===== src/design/burst_cfg_pkg.sv =====
// Burst bridge configuration constants
// Default widths and the alignment mode that the top level and the
// testbench start from, plus the fixed limits of the burst arithmetic

package burst_cfg_pkg;

    // Address width, counted in flits
    localparam int DEFAULT_ADDR_WIDTH = 32;

    // Master burst count field, bursts of up to 64 flits
    localparam int DEFAULT_MASTER_BURST_WIDTH = 7;

    // Slave burst count field, bursts of up to 4 flits
    localparam int DEFAULT_SLAVE_BURST_WIDTH = 3;

    // Slave bursts are naturally aligned powers of two by default
    localparam int DEFAULT_NATURAL_ALIGNMENT = 1;

    // Widest burst count field that the rule functions handle
    localparam int MAX_BURST_WIDTH = 16;

    // Width of the per-command piece counter
    localparam int PIECE_COUNT_WIDTH = 16;

endpackage

===== src/design/burst_rule_pkg.sv =====
// Burst splitting rules
// Pure functions that pick the size of the next slave burst from the
// remaining master count and the current address. They work on the
// widest supported burst field, so callers zero-extend their counts

package burst_rule_pkg;

    import burst_cfg_pkg::*;

    // Keep only the top set bit of a count and clear everything below it
    // The result is the largest power of two not above the count
    function automatic logic [MAX_BURST_WIDTH-1:0] only_highest_one(
        input logic [MAX_BURST_WIDTH-1:0] count
    );
        logic [MAX_BURST_WIDTH-1:0] mask;
        logic                       found;
        mask  = '0;
        found = 1'b0;
        for (int i = MAX_BURST_WIDTH - 1; i >= 0; i--)
        begin
            mask[i] = count[i] & !found;
            found   = found | count[i];
        end
        return mask;
    endfunction

    // Largest naturally aligned burst for a count mask and an address
    // The lowest set bit of either one bounds the burst, and limit_width
    // caps it at the slave maximum of 2^(limit_width-1)
    function automatic logic [MAX_BURST_WIDTH-1:0] aligned_burst_max(
        input logic [MAX_BURST_WIDTH-1:0] count,
        input logic [MAX_BURST_WIDTH-1:0] addr_low,
        input int                         limit_width
    );
        logic [MAX_BURST_WIDTH-1:0] result;
        logic                       found;
        // Fall back to the slave maximum when no low bit is set
        result = MAX_BURST_WIDTH'(1) << (limit_width - 1);
        found  = 1'b0;
        for (int i = 0; i < MAX_BURST_WIDTH; i++)
        begin
            if (!found && (i < limit_width) && (count[i] || addr_low[i]))
            begin
                result = MAX_BURST_WIDTH'(1) << i;
                found  = 1'b1;
            end
        end
        return result;
    endfunction

    // Smaller of the remaining count and the slave maximum
    function automatic logic [MAX_BURST_WIDTH-1:0] capped_burst(
        input logic [MAX_BURST_WIDTH-1:0] count,
        input logic [MAX_BURST_WIDTH-1:0] slave_max
    );
        return (count > slave_max) ? slave_max : count;
    endfunction

endpackage


===== src/design/slave_cmd_if.sv =====
// Slave command channel between the command tracker and the gearbox
// Carries the incoming master command down to the gearbox and the
// legal slave burst back up, along with the accept and completion flags

`timescale 1ns/100ps

interface slave_cmd_if #(
    parameter int ADDR_WIDTH         = 32,
    parameter int MASTER_BURST_WIDTH = 7,
    parameter int SLAVE_BURST_WIDTH  = 3
);

    // One-cycle strobe that loads a new master command
    logic                          new_req;
    logic [ADDR_WIDTH-1:0]         addr;
    logic [MASTER_BURST_WIDTH-1:0] cmd_burstcount;

    // The slave took the piece on offer
    logic                          accept;

    // Legal burst count of the piece on offer
    logic [SLAVE_BURST_WIDTH-1:0]  burstcount;

    // The piece on offer finishes the master command
    logic                          req_complete;

    modport tracker (
        output new_req, addr, cmd_burstcount, accept,
        input  req_complete
    );

    modport gearbox (
        input  new_req, addr, cmd_burstcount, accept,
        output burstcount, req_complete
    );

endinterface


===== src/design/burst_bridge_top.sv =====
// Burst count bridge top level
// Connects a master that issues long bursts to a slave port with a
// smaller burst limit. The tracker owns the handshake and the gearbox
// splits each command into legal slave bursts

`timescale 1ns/100ps

module burst_bridge_top
    import burst_cfg_pkg::*;
#(
    parameter int ADDR_WIDTH         = DEFAULT_ADDR_WIDTH,
    parameter int MASTER_BURST_WIDTH = DEFAULT_MASTER_BURST_WIDTH,
    parameter int SLAVE_BURST_WIDTH  = DEFAULT_SLAVE_BURST_WIDTH,
    parameter int NATURAL_ALIGNMENT  = DEFAULT_NATURAL_ALIGNMENT
) (
    input  logic                          clk,
    input  logic                          reset_n,

    // Master command port
    input  logic                          m_new_req,
    input  logic [ADDR_WIDTH-1:0]         m_addr,
    input  logic [MASTER_BURST_WIDTH-1:0] m_burstcount,
    output logic                          busy,

    // Slave command port
    output logic                          s_valid,
    output logic [ADDR_WIDTH-1:0]         s_addr,
    output logic [SLAVE_BURST_WIDTH-1:0]  s_burstcount,
    output logic                          s_last,
    input  logic                          s_accept,
    output logic [PIECE_COUNT_WIDTH-1:0]  piece_count
);

    slave_cmd_if #(
        .ADDR_WIDTH         (ADDR_WIDTH),
        .MASTER_BURST_WIDTH (MASTER_BURST_WIDTH),
        .SLAVE_BURST_WIDTH  (SLAVE_BURST_WIDTH)
    ) cmd_bus ();

    burst_cmd_tracker #(
        .ADDR_WIDTH         (ADDR_WIDTH),
        .MASTER_BURST_WIDTH (MASTER_BURST_WIDTH)
    ) tracker_i (
        .clk          (clk),
        .reset_n      (reset_n),
        .m_new_req    (m_new_req),
        .m_addr       (m_addr),
        .m_burstcount (m_burstcount),
        .busy         (busy),
        .s_valid      (s_valid),
        .s_accept     (s_accept),
        .piece_count  (piece_count),
        .cmd          (cmd_bus.tracker)
    );

    burst_gearbox #(
        .ADDR_WIDTH         (ADDR_WIDTH),
        .MASTER_BURST_WIDTH (MASTER_BURST_WIDTH),
        .SLAVE_BURST_WIDTH  (SLAVE_BURST_WIDTH),
        .NATURAL_ALIGNMENT  (NATURAL_ALIGNMENT)
    ) gearbox_i (
        .clk     (clk),
        .reset_n (reset_n),
        .cmd     (cmd_bus.gearbox),
        .s_addr  (s_addr)
    );

    // Size of the piece on offer and whether it ends the command
    assign s_burstcount = cmd_bus.burstcount;
    assign s_last       = cmd_bus.req_complete;

endmodule


===== src/design/burst_cmd_tracker.sv =====
// Master command tracker
// Takes one master command at a time, keeps the bridge busy while its
// pieces drain to the slave, and counts the pieces that were accepted

`timescale 1ns/100ps

module burst_cmd_tracker
    import burst_cfg_pkg::*;
#(
    parameter int ADDR_WIDTH         = 32,
    parameter int MASTER_BURST_WIDTH = 7
) (
    input  logic                          clk,
    input  logic                          reset_n,

    // Master side
    input  logic                          m_new_req,
    input  logic [ADDR_WIDTH-1:0]         m_addr,
    input  logic [MASTER_BURST_WIDTH-1:0] m_burstcount,
    output logic                          busy,

    // Slave handshake
    output logic                          s_valid,
    input  logic                          s_accept,
    output logic [PIECE_COUNT_WIDTH-1:0]  piece_count,

    // Command channel to the gearbox
    slave_cmd_if.tracker                  cmd
);

    // A piece really moves only when one is on offer
    logic accepted;

    assign accepted = s_accept & s_valid;

    // The gearbox loads the command on the strobe edge itself,
    // which gives the one-cycle latency to the first s_valid
    assign cmd.new_req        = m_new_req;
    assign cmd.addr           = m_addr;
    assign cmd.cmd_burstcount = m_burstcount;
    assign cmd.accept         = accepted;

    // Busy is the whole tracker state. It rises on the strobe and falls
    // after the slave takes the piece that ends the command
    always_ff @(posedge clk)
    begin
        if (!reset_n)
        begin
            busy <= 1'b0;
        end
        else if (m_new_req)
        begin
            busy <= 1'b1;
        end
        else if (accepted && cmd.req_complete)
        begin
            busy <= 1'b0;
        end
    end

    // A piece is on offer for exactly as long as the command is open
    assign s_valid = busy;

    // Pieces accepted for the current command. The count is kept after
    // the last piece so it can be read until the next command arrives
    always_ff @(posedge clk)
    begin
        if (!reset_n)
        begin
            piece_count <= '0;
        end
        else if (m_new_req)
        begin
            piece_count <= '0;
        end
        else if (accepted)
        begin
            piece_count <= piece_count + PIECE_COUNT_WIDTH'(1);
        end
    end

endmodule


===== src/design/burst_gearbox.sv =====
// Burst count gearbox
// Holds the unsent part of a master command and carves it into bursts
// that the slave can take, either capped at the slave maximum or split
// into naturally aligned powers of two

`timescale 1ns/100ps

module burst_gearbox
    import burst_cfg_pkg::*;
    import burst_rule_pkg::*;
#(
    parameter int ADDR_WIDTH         = 32,
    parameter int MASTER_BURST_WIDTH = 7,
    parameter int SLAVE_BURST_WIDTH  = 3,
    parameter int NATURAL_ALIGNMENT  = 1
) (
    input  logic                  clk,
    input  logic                  reset_n,
    slave_cmd_if.gearbox          cmd,
    output logic [ADDR_WIDTH-1:0] s_addr
);

    // Largest burst the slave accepts, in the wide rule format
    localparam logic [MAX_BURST_WIDTH-1:0] SLAVE_MAX_BURST =
        MAX_BURST_WIDTH'(1) << (SLAVE_BURST_WIDTH - 1);

    // Flits of the current master command not yet handed to the slave
    logic [MASTER_BURST_WIDTH-1:0] remaining;

    // Highest set bit of remaining, kept registered so the aligned
    // size search does not sit behind a priority chain every cycle
    logic [MASTER_BURST_WIDTH-1:0] remaining_mask;

    // Count of the piece on offer, widened to the master width
    logic [MASTER_BURST_WIDTH-1:0] issued;
    logic [MASTER_BURST_WIDTH-1:0] remaining_next;

    // Wide copies used by the rule functions
    logic [MAX_BURST_WIDTH-1:0]    remaining_wide;
    logic [MAX_BURST_WIDTH-1:0]    mask_wide;
    logic [MAX_BURST_WIDTH-1:0]    addr_low;
    logic [MAX_BURST_WIDTH-1:0]    legal_burst;

    assign issued         = MASTER_BURST_WIDTH'(cmd.burstcount);
    assign remaining_next = remaining - issued;

    // Zero-extend into the rule width; the address is cut to its low bits
    // since only those can limit a burst of at most MAX_BURST_WIDTH bits
    assign remaining_wide = MAX_BURST_WIDTH'(remaining);
    assign mask_wide      = MAX_BURST_WIDTH'(remaining_mask);
    assign addr_low       = MAX_BURST_WIDTH'(s_addr);

    // Remaining count and its highest-one mask
    always_ff @(posedge clk)
    begin
        if (!reset_n)
        begin
            remaining      <= '0;
            remaining_mask <= '0;
        end
        else if (cmd.new_req)
        begin
            // A new command replaces whatever was left
            remaining      <= cmd.cmd_burstcount;
            remaining_mask <= MASTER_BURST_WIDTH'(
                only_highest_one(MAX_BURST_WIDTH'(cmd.cmd_burstcount)));
        end
        else if (cmd.accept)
        begin
            // The slave took a piece, so drop it from the remainder
            remaining      <= remaining_next;
            remaining_mask <= MASTER_BURST_WIDTH'(
                only_highest_one(MAX_BURST_WIDTH'(remaining_next)));
        end
    end

    // Start address of the piece on offer
    always_ff @(posedge clk)
    begin
        if (cmd.new_req)
        begin
            s_addr <= cmd.addr;
        end
        else if (cmd.accept)
        begin
            // Next piece starts right after the one just accepted
            s_addr <= s_addr + ADDR_WIDTH'(cmd.burstcount);
        end
    end

    // Pick the size of the piece on offer
    always_comb
    begin
        if (NATURAL_ALIGNMENT != 0)
        begin
            // Power of two, bounded by the address alignment and by the
            // largest power of two that still fits in the remainder
            legal_burst = aligned_burst_max(mask_wide, addr_low, SLAVE_BURST_WIDTH);
        end
        else
        begin
            // Any size, just not above the slave maximum
            legal_burst = capped_burst(remaining_wide, SLAVE_MAX_BURST);
        end
    end

    // The legal burst never exceeds the slave maximum, so it fits
    assign cmd.burstcount = SLAVE_BURST_WIDTH'(legal_burst);

    // This piece empties the remainder, so the command ends with it
    assign cmd.req_complete = (legal_burst == remaining_wide);

endmodule


===== config.mk =====
export PLATFORM = sky130hd
export DESIGN_NAME = burst_bridge_top
export DESIGN_NICKNAME = d
export VERILOG_FILES = /design/src/design/burst_cfg_pkg.sv /design/src/design/burst_rule_pkg.sv /design/src/design/slave_cmd_if.sv /design/src/design/burst_bridge_top.sv /design/src/design/burst_cmd_tracker.sv /design/src/design/burst_gearbox.sv
export SDC_FILE = /design/constraint.sdc
export NUM_CORES = 1
export LEC_CHECK = 0
export BUFFER_PORTS_ARGS = -buffer_cell sky130_fd_sc_hd__buf_4
export CAP_MARGIN = 15
export CORE_MARGIN = 2
export CORE_UTILIZATION = 45
export CTS_CLUSTER_SIZE = 12
export DETAILED_ROUTE_END_ITERATION = 6
export PLACE_DENSITY = 0.71
export SYNTH_ARGS = -nofsm -noshare
export SYNTH_HDL_FRONTEND = slang
export SYNTH_SLANG_ARGS = --single-unit

===== constraint.sdc =====
create_clock -name clk -period 7.7 [get_ports clk]
set_clock_uncertainty 0.05 [all_clocks]
set_input_delay 1.155 -clock clk [delete_from_list [all_inputs] [get_ports clk]]
set_output_delay 1.155 -clock clk [all_outputs]
set_load 0.02 [all_outputs]

==> results.toml <==
[synth]
synth.lib_cells_used.distinct = 48
synthFlopType = "sky130_fd_sc_hd__edfxtp_1"
count_of_flip_flops_with_a_built_in_enable_after_synthesis = 32
netlist.area_leader.share_pct = 27.1
yosysMostFrequentCell = "sky130_fd_sc_hd__nor2_1"
synthesis.yosys.warnings = 0
syn_area_sq_um = 3550
synth_async_sr_flop_share_pct = 0
yosys.area.top_type = "sky130_fd_sc_hd__edfxtp_1"
ys_seq_elements = 58
part_of_the_yosys_area_used_for_sequential_elements_pct = 41.7
yosys-top-cells-count = "38 x sky130_fd_sc_hd__nor2_1, 34 x sky130_fd_sc_hd__nand2_1, 32 x sky130_fd_sc_hd__edfxtp_1"
synth_fp_nets = 446
synth.top_cells.by_area = "sky130_fd_sc_hd__edfxtp_1 27%, sky130_fd_sc_hd__dfxtp_1 15%, sky130_fd_sc_hd__or4_1 4.9%"
post_synth.cell_area_avg_sq_um = 8.96
postSynthCellCount = 396

[clocking]
cts_sinks = 58
hold_buffers = 0
cts_tree = "yes"
clock_tree.buffer_depth = 2
number_of_buffers_inserted_by_post_cts_setup_repair = 0
clkSlewWorstSetupHoldPaths_ns = 0.07
post_cts_resized = 0
numCtsBuffers = 9
cts_max_level = 3
clk-insertion-delay-late_ns = 0.34
clock-root-buffer = "sky130_fd_sc_hd__clkbuf_8"

[grt]
largest_net_degree_at_the_start_of_global_routing = 44
first_global_vias = 3255
grt.total_usage_pct = 22.0
grt_first_pass_wirelength_mm = 15.4
grt.overflow.total = 0
initial_antenna_violation_count = 0

[setup_path]
crit_path_top_delay_cell = "sky130_fd_sc_hd__edfxtp_1"
cp-end-kind = "output port"
timing_worst_setup_path_type = "flip-flop to output port"
crit_path_end = "s_last"
critical_path_arrival_ns = 2.35
worstPathMaxFanout = 8
crit_path_max_incr_delay_ns = 0.50
reg2reg_depth = 8
cp-startpoint = "gearbox_i.s_addr[0]$_DFFE_PP_"
worstPathCellList = "nor2_1 > inv_1 > nor3_1 > inv_1 > ha_1 > and4_1 > buf_4"
r2r_setup_slack_ns = 4.47
critical_path.reg2reg.startpoint = "gearbox_i.s_addr[0]$_DFFE_PP_"
most_used_cell_along_the_critical_path = "sky130_fd_sc_hd__inv_1"
cp_data_required_time_ns = 6.49
r2r_end = "gearbox_i.s_addr[23]$_DFFE_PP_"
setup.worst_path.start_class = "flip-flop"

[floorplan]
floorplan.initialDensity_pct = 46.2
chipWidth_um = 92.8
fp.dieH_um = 92.8
rows = 32
area_enclosed_by_the_die_boundary_sq_um = 8610
floorplan_core_area_sq_um = 7690
io_pins = 97

[cells_and_area]
finalNetCount = 534
multi_input_comb_area_sq_um = 1930
num-fill-cells = 720
seqCellArea_sq_um = 1480
drive_gt1_share_pct = 24.7
final_cell_count_no_fill = 591
stdcell_area_sq_um = 4530
area.growth.synth_to_final_pct = 27.6
num_antenna_cells = 0

[sta]
finalHoldViolCount = 0
final.period_utilization_pct = 46.1
max_freq_ghz = 0.281
unrepaired_setup_endpoints_after_global_routing = "false"
finalWorstPathRequiredPeriod_ns = 3.55
tns_ns = 0
final-max-slew-violation-count = 0
worst_slew_margin_rel_pct = 52.7
worst_margin_slew_ns = 0.708
hold-worst-slack_ns = 0.451
timing.final.setup_violations = 0

[detailed_routing]
wl_met3_um = 420
routed_wl_mm = 9.20
met1_length_mm = 4.14
drtIter0Drc = 211
route.detailed.vias_per_inst = 5.70
routed.top_layer = "met4"
met2WireLength_mm = 4.49
detail-route-antenna-nets = 0
vias = 3369
post_drt_wl_per_cell_um = 15.6
remaining_drc_errors = 0
drt_pass1_iterations = 4

[power]
p_per_area_nw_per_um2 = 192
ir_worst_vdd_uv = 96.2
static-leakage-power_nw = 1.73
design_power_total_mw = 0.871

[placed_design]
placed_cells_incl_taps = 574
hpwl_mm = 6.47
finalWeightedCongestion = 0.900
port-buffer-count = 96
placedInstanceArea_sq_um = 4320

[outcome]
result_of_the_run = "complete, no violations"

[hold_path]
worst_hold_path_class = "flip-flop to flip-flop"

[job]
cap_viol_max_count = 0
how the worst min path moves through the flow:
stage,startpoint,end,slack (ns),cells past startpoint
2_1_floorplan,tracker_i.piece_count[15]$_SDFFE_PP0P_,tracker_i.piece_count[15]$_SDFFE_PP0P_,0.51,2
3_3_place_gp,tracker_i.piece_count[15]$_SDFFE_PP0P_,tracker_i.piece_count[15]$_SDFFE_PP0P_,0.42,2
3_5_place_dp,tracker_i.piece_count[15]$_SDFFE_PP0P_,tracker_i.piece_count[15]$_SDFFE_PP0P_,0.44,2
4_1_cts,tracker_i.piece_count[15]$_SDFFE_PP0P_,tracker_i.piece_count[15]$_SDFFE_PP0P_,0.45,2
5_1_grt,tracker_i.piece_count[10]$_SDFFE_PP0P_,tracker_i.piece_count[10]$_SDFFE_PP0P_,0.49,2
6_report,tracker_i.piece_count[15]$_SDFFE_PP0P_,tracker_i.piece_count[15]$_SDFFE_PP0P_,0.45,2
per-layer routing:
| layer | up-vias | GRT usage [%] |
|---|---|---|
| met5 | - | 0 |
| met4 | 0 | 8.58 |
| met3 | 12 | 3.74 |
| met2 | 80 | 36.5 |
| met1 | 1574 | 28.6 |
| li1 | 1703 | - |
worst max-delay path, delay by kind of cell (launching register included):
family                     cells  cell delay (ns)
buffers and inverters          3             0.34
DFF                            1             0.50
adders and majority gates      1             0.37
and+or+nand+nor                3             0.80
layout by cell type, fill, tap and decap left out, types with 14 or more instances in the layout:
cell type                  instances
sky130_fd_sc_hd__buf_4            98
sky130_fd_sc_hd__nor2_1           38
sky130_fd_sc_hd__nand2_1          34
sky130_fd_sc_hd__edfxtp_1         32
sky130_fd_sc_hd__dfxtp_1          26
sky130_fd_sc_hd__or4_1            23
sky130_fd_sc_hd__o21ai_0          21
sky130_fd_sc_hd__a31oi_1          20
sky130_fd_sc_hd__o31ai_1          17
sky130_fd_sc_hd__nand3_1          17
sky130_fd_sc_hd__xnor2_1          14
registers in the layout (all words and copies together) (netlist names):
name	count
gearbox_i.remaining_mask	2
tracker_i.piece_count	16
gearbox_i.remaining	7
gearbox_i.s_addr	32
tracker_i.busy	1
cell type report:
cell class | count | share of cell area [%]
Timing Repair Buffer | 99 | 16.5
Clock buffer | 14 | 4.04
Inverter | 13 | 1.08
Multi-Input combinational cell | 303 | 42.6
Sequential cell | 58 | 32.7
Clock inverter | 2 | 0.221
Tap cell | 102 | 2.82
where the power goes:
part | leakage (nW) | internal (mW) | total, mW | switching, mW
clock | 0.102 | 0.151 | 0.276 | 0.125
combinational | 1.10 | 0.0887 | 0.210 | 0.122
sequential | 0.526 | 0.355 | 0.385 | 0.0304
total | 1.73 | 0.594 | 0.871 | 0.277
stage by stage:
| stage | utilization (%) | setup WS [ns] |
|---|---|---|
| floorplan | - | 4.30 |
| global placement | 56.2 | 4.67 |
| detailed placement | 56.2 | 4.50 |
| CTS | 58.7 | 4.17 |
| global route | 58.9 | 3.99 |
| finish | 58.9 | 4.15 |
logic make-up after synthesis:
group	after synthesis	share of synthesized area, %
AO/OA/AOI/OAI	96	18.3
XOR/XNOR	23	5.68
adder cells (fa/ha/maj)	7	2.68
buffers and inverters	35	3.88
flip-flops	58	41.7
multiplexers	2	0.564
AND/OR/NAND/NOR	175	27.2
(Power assumes the default switching activity.)
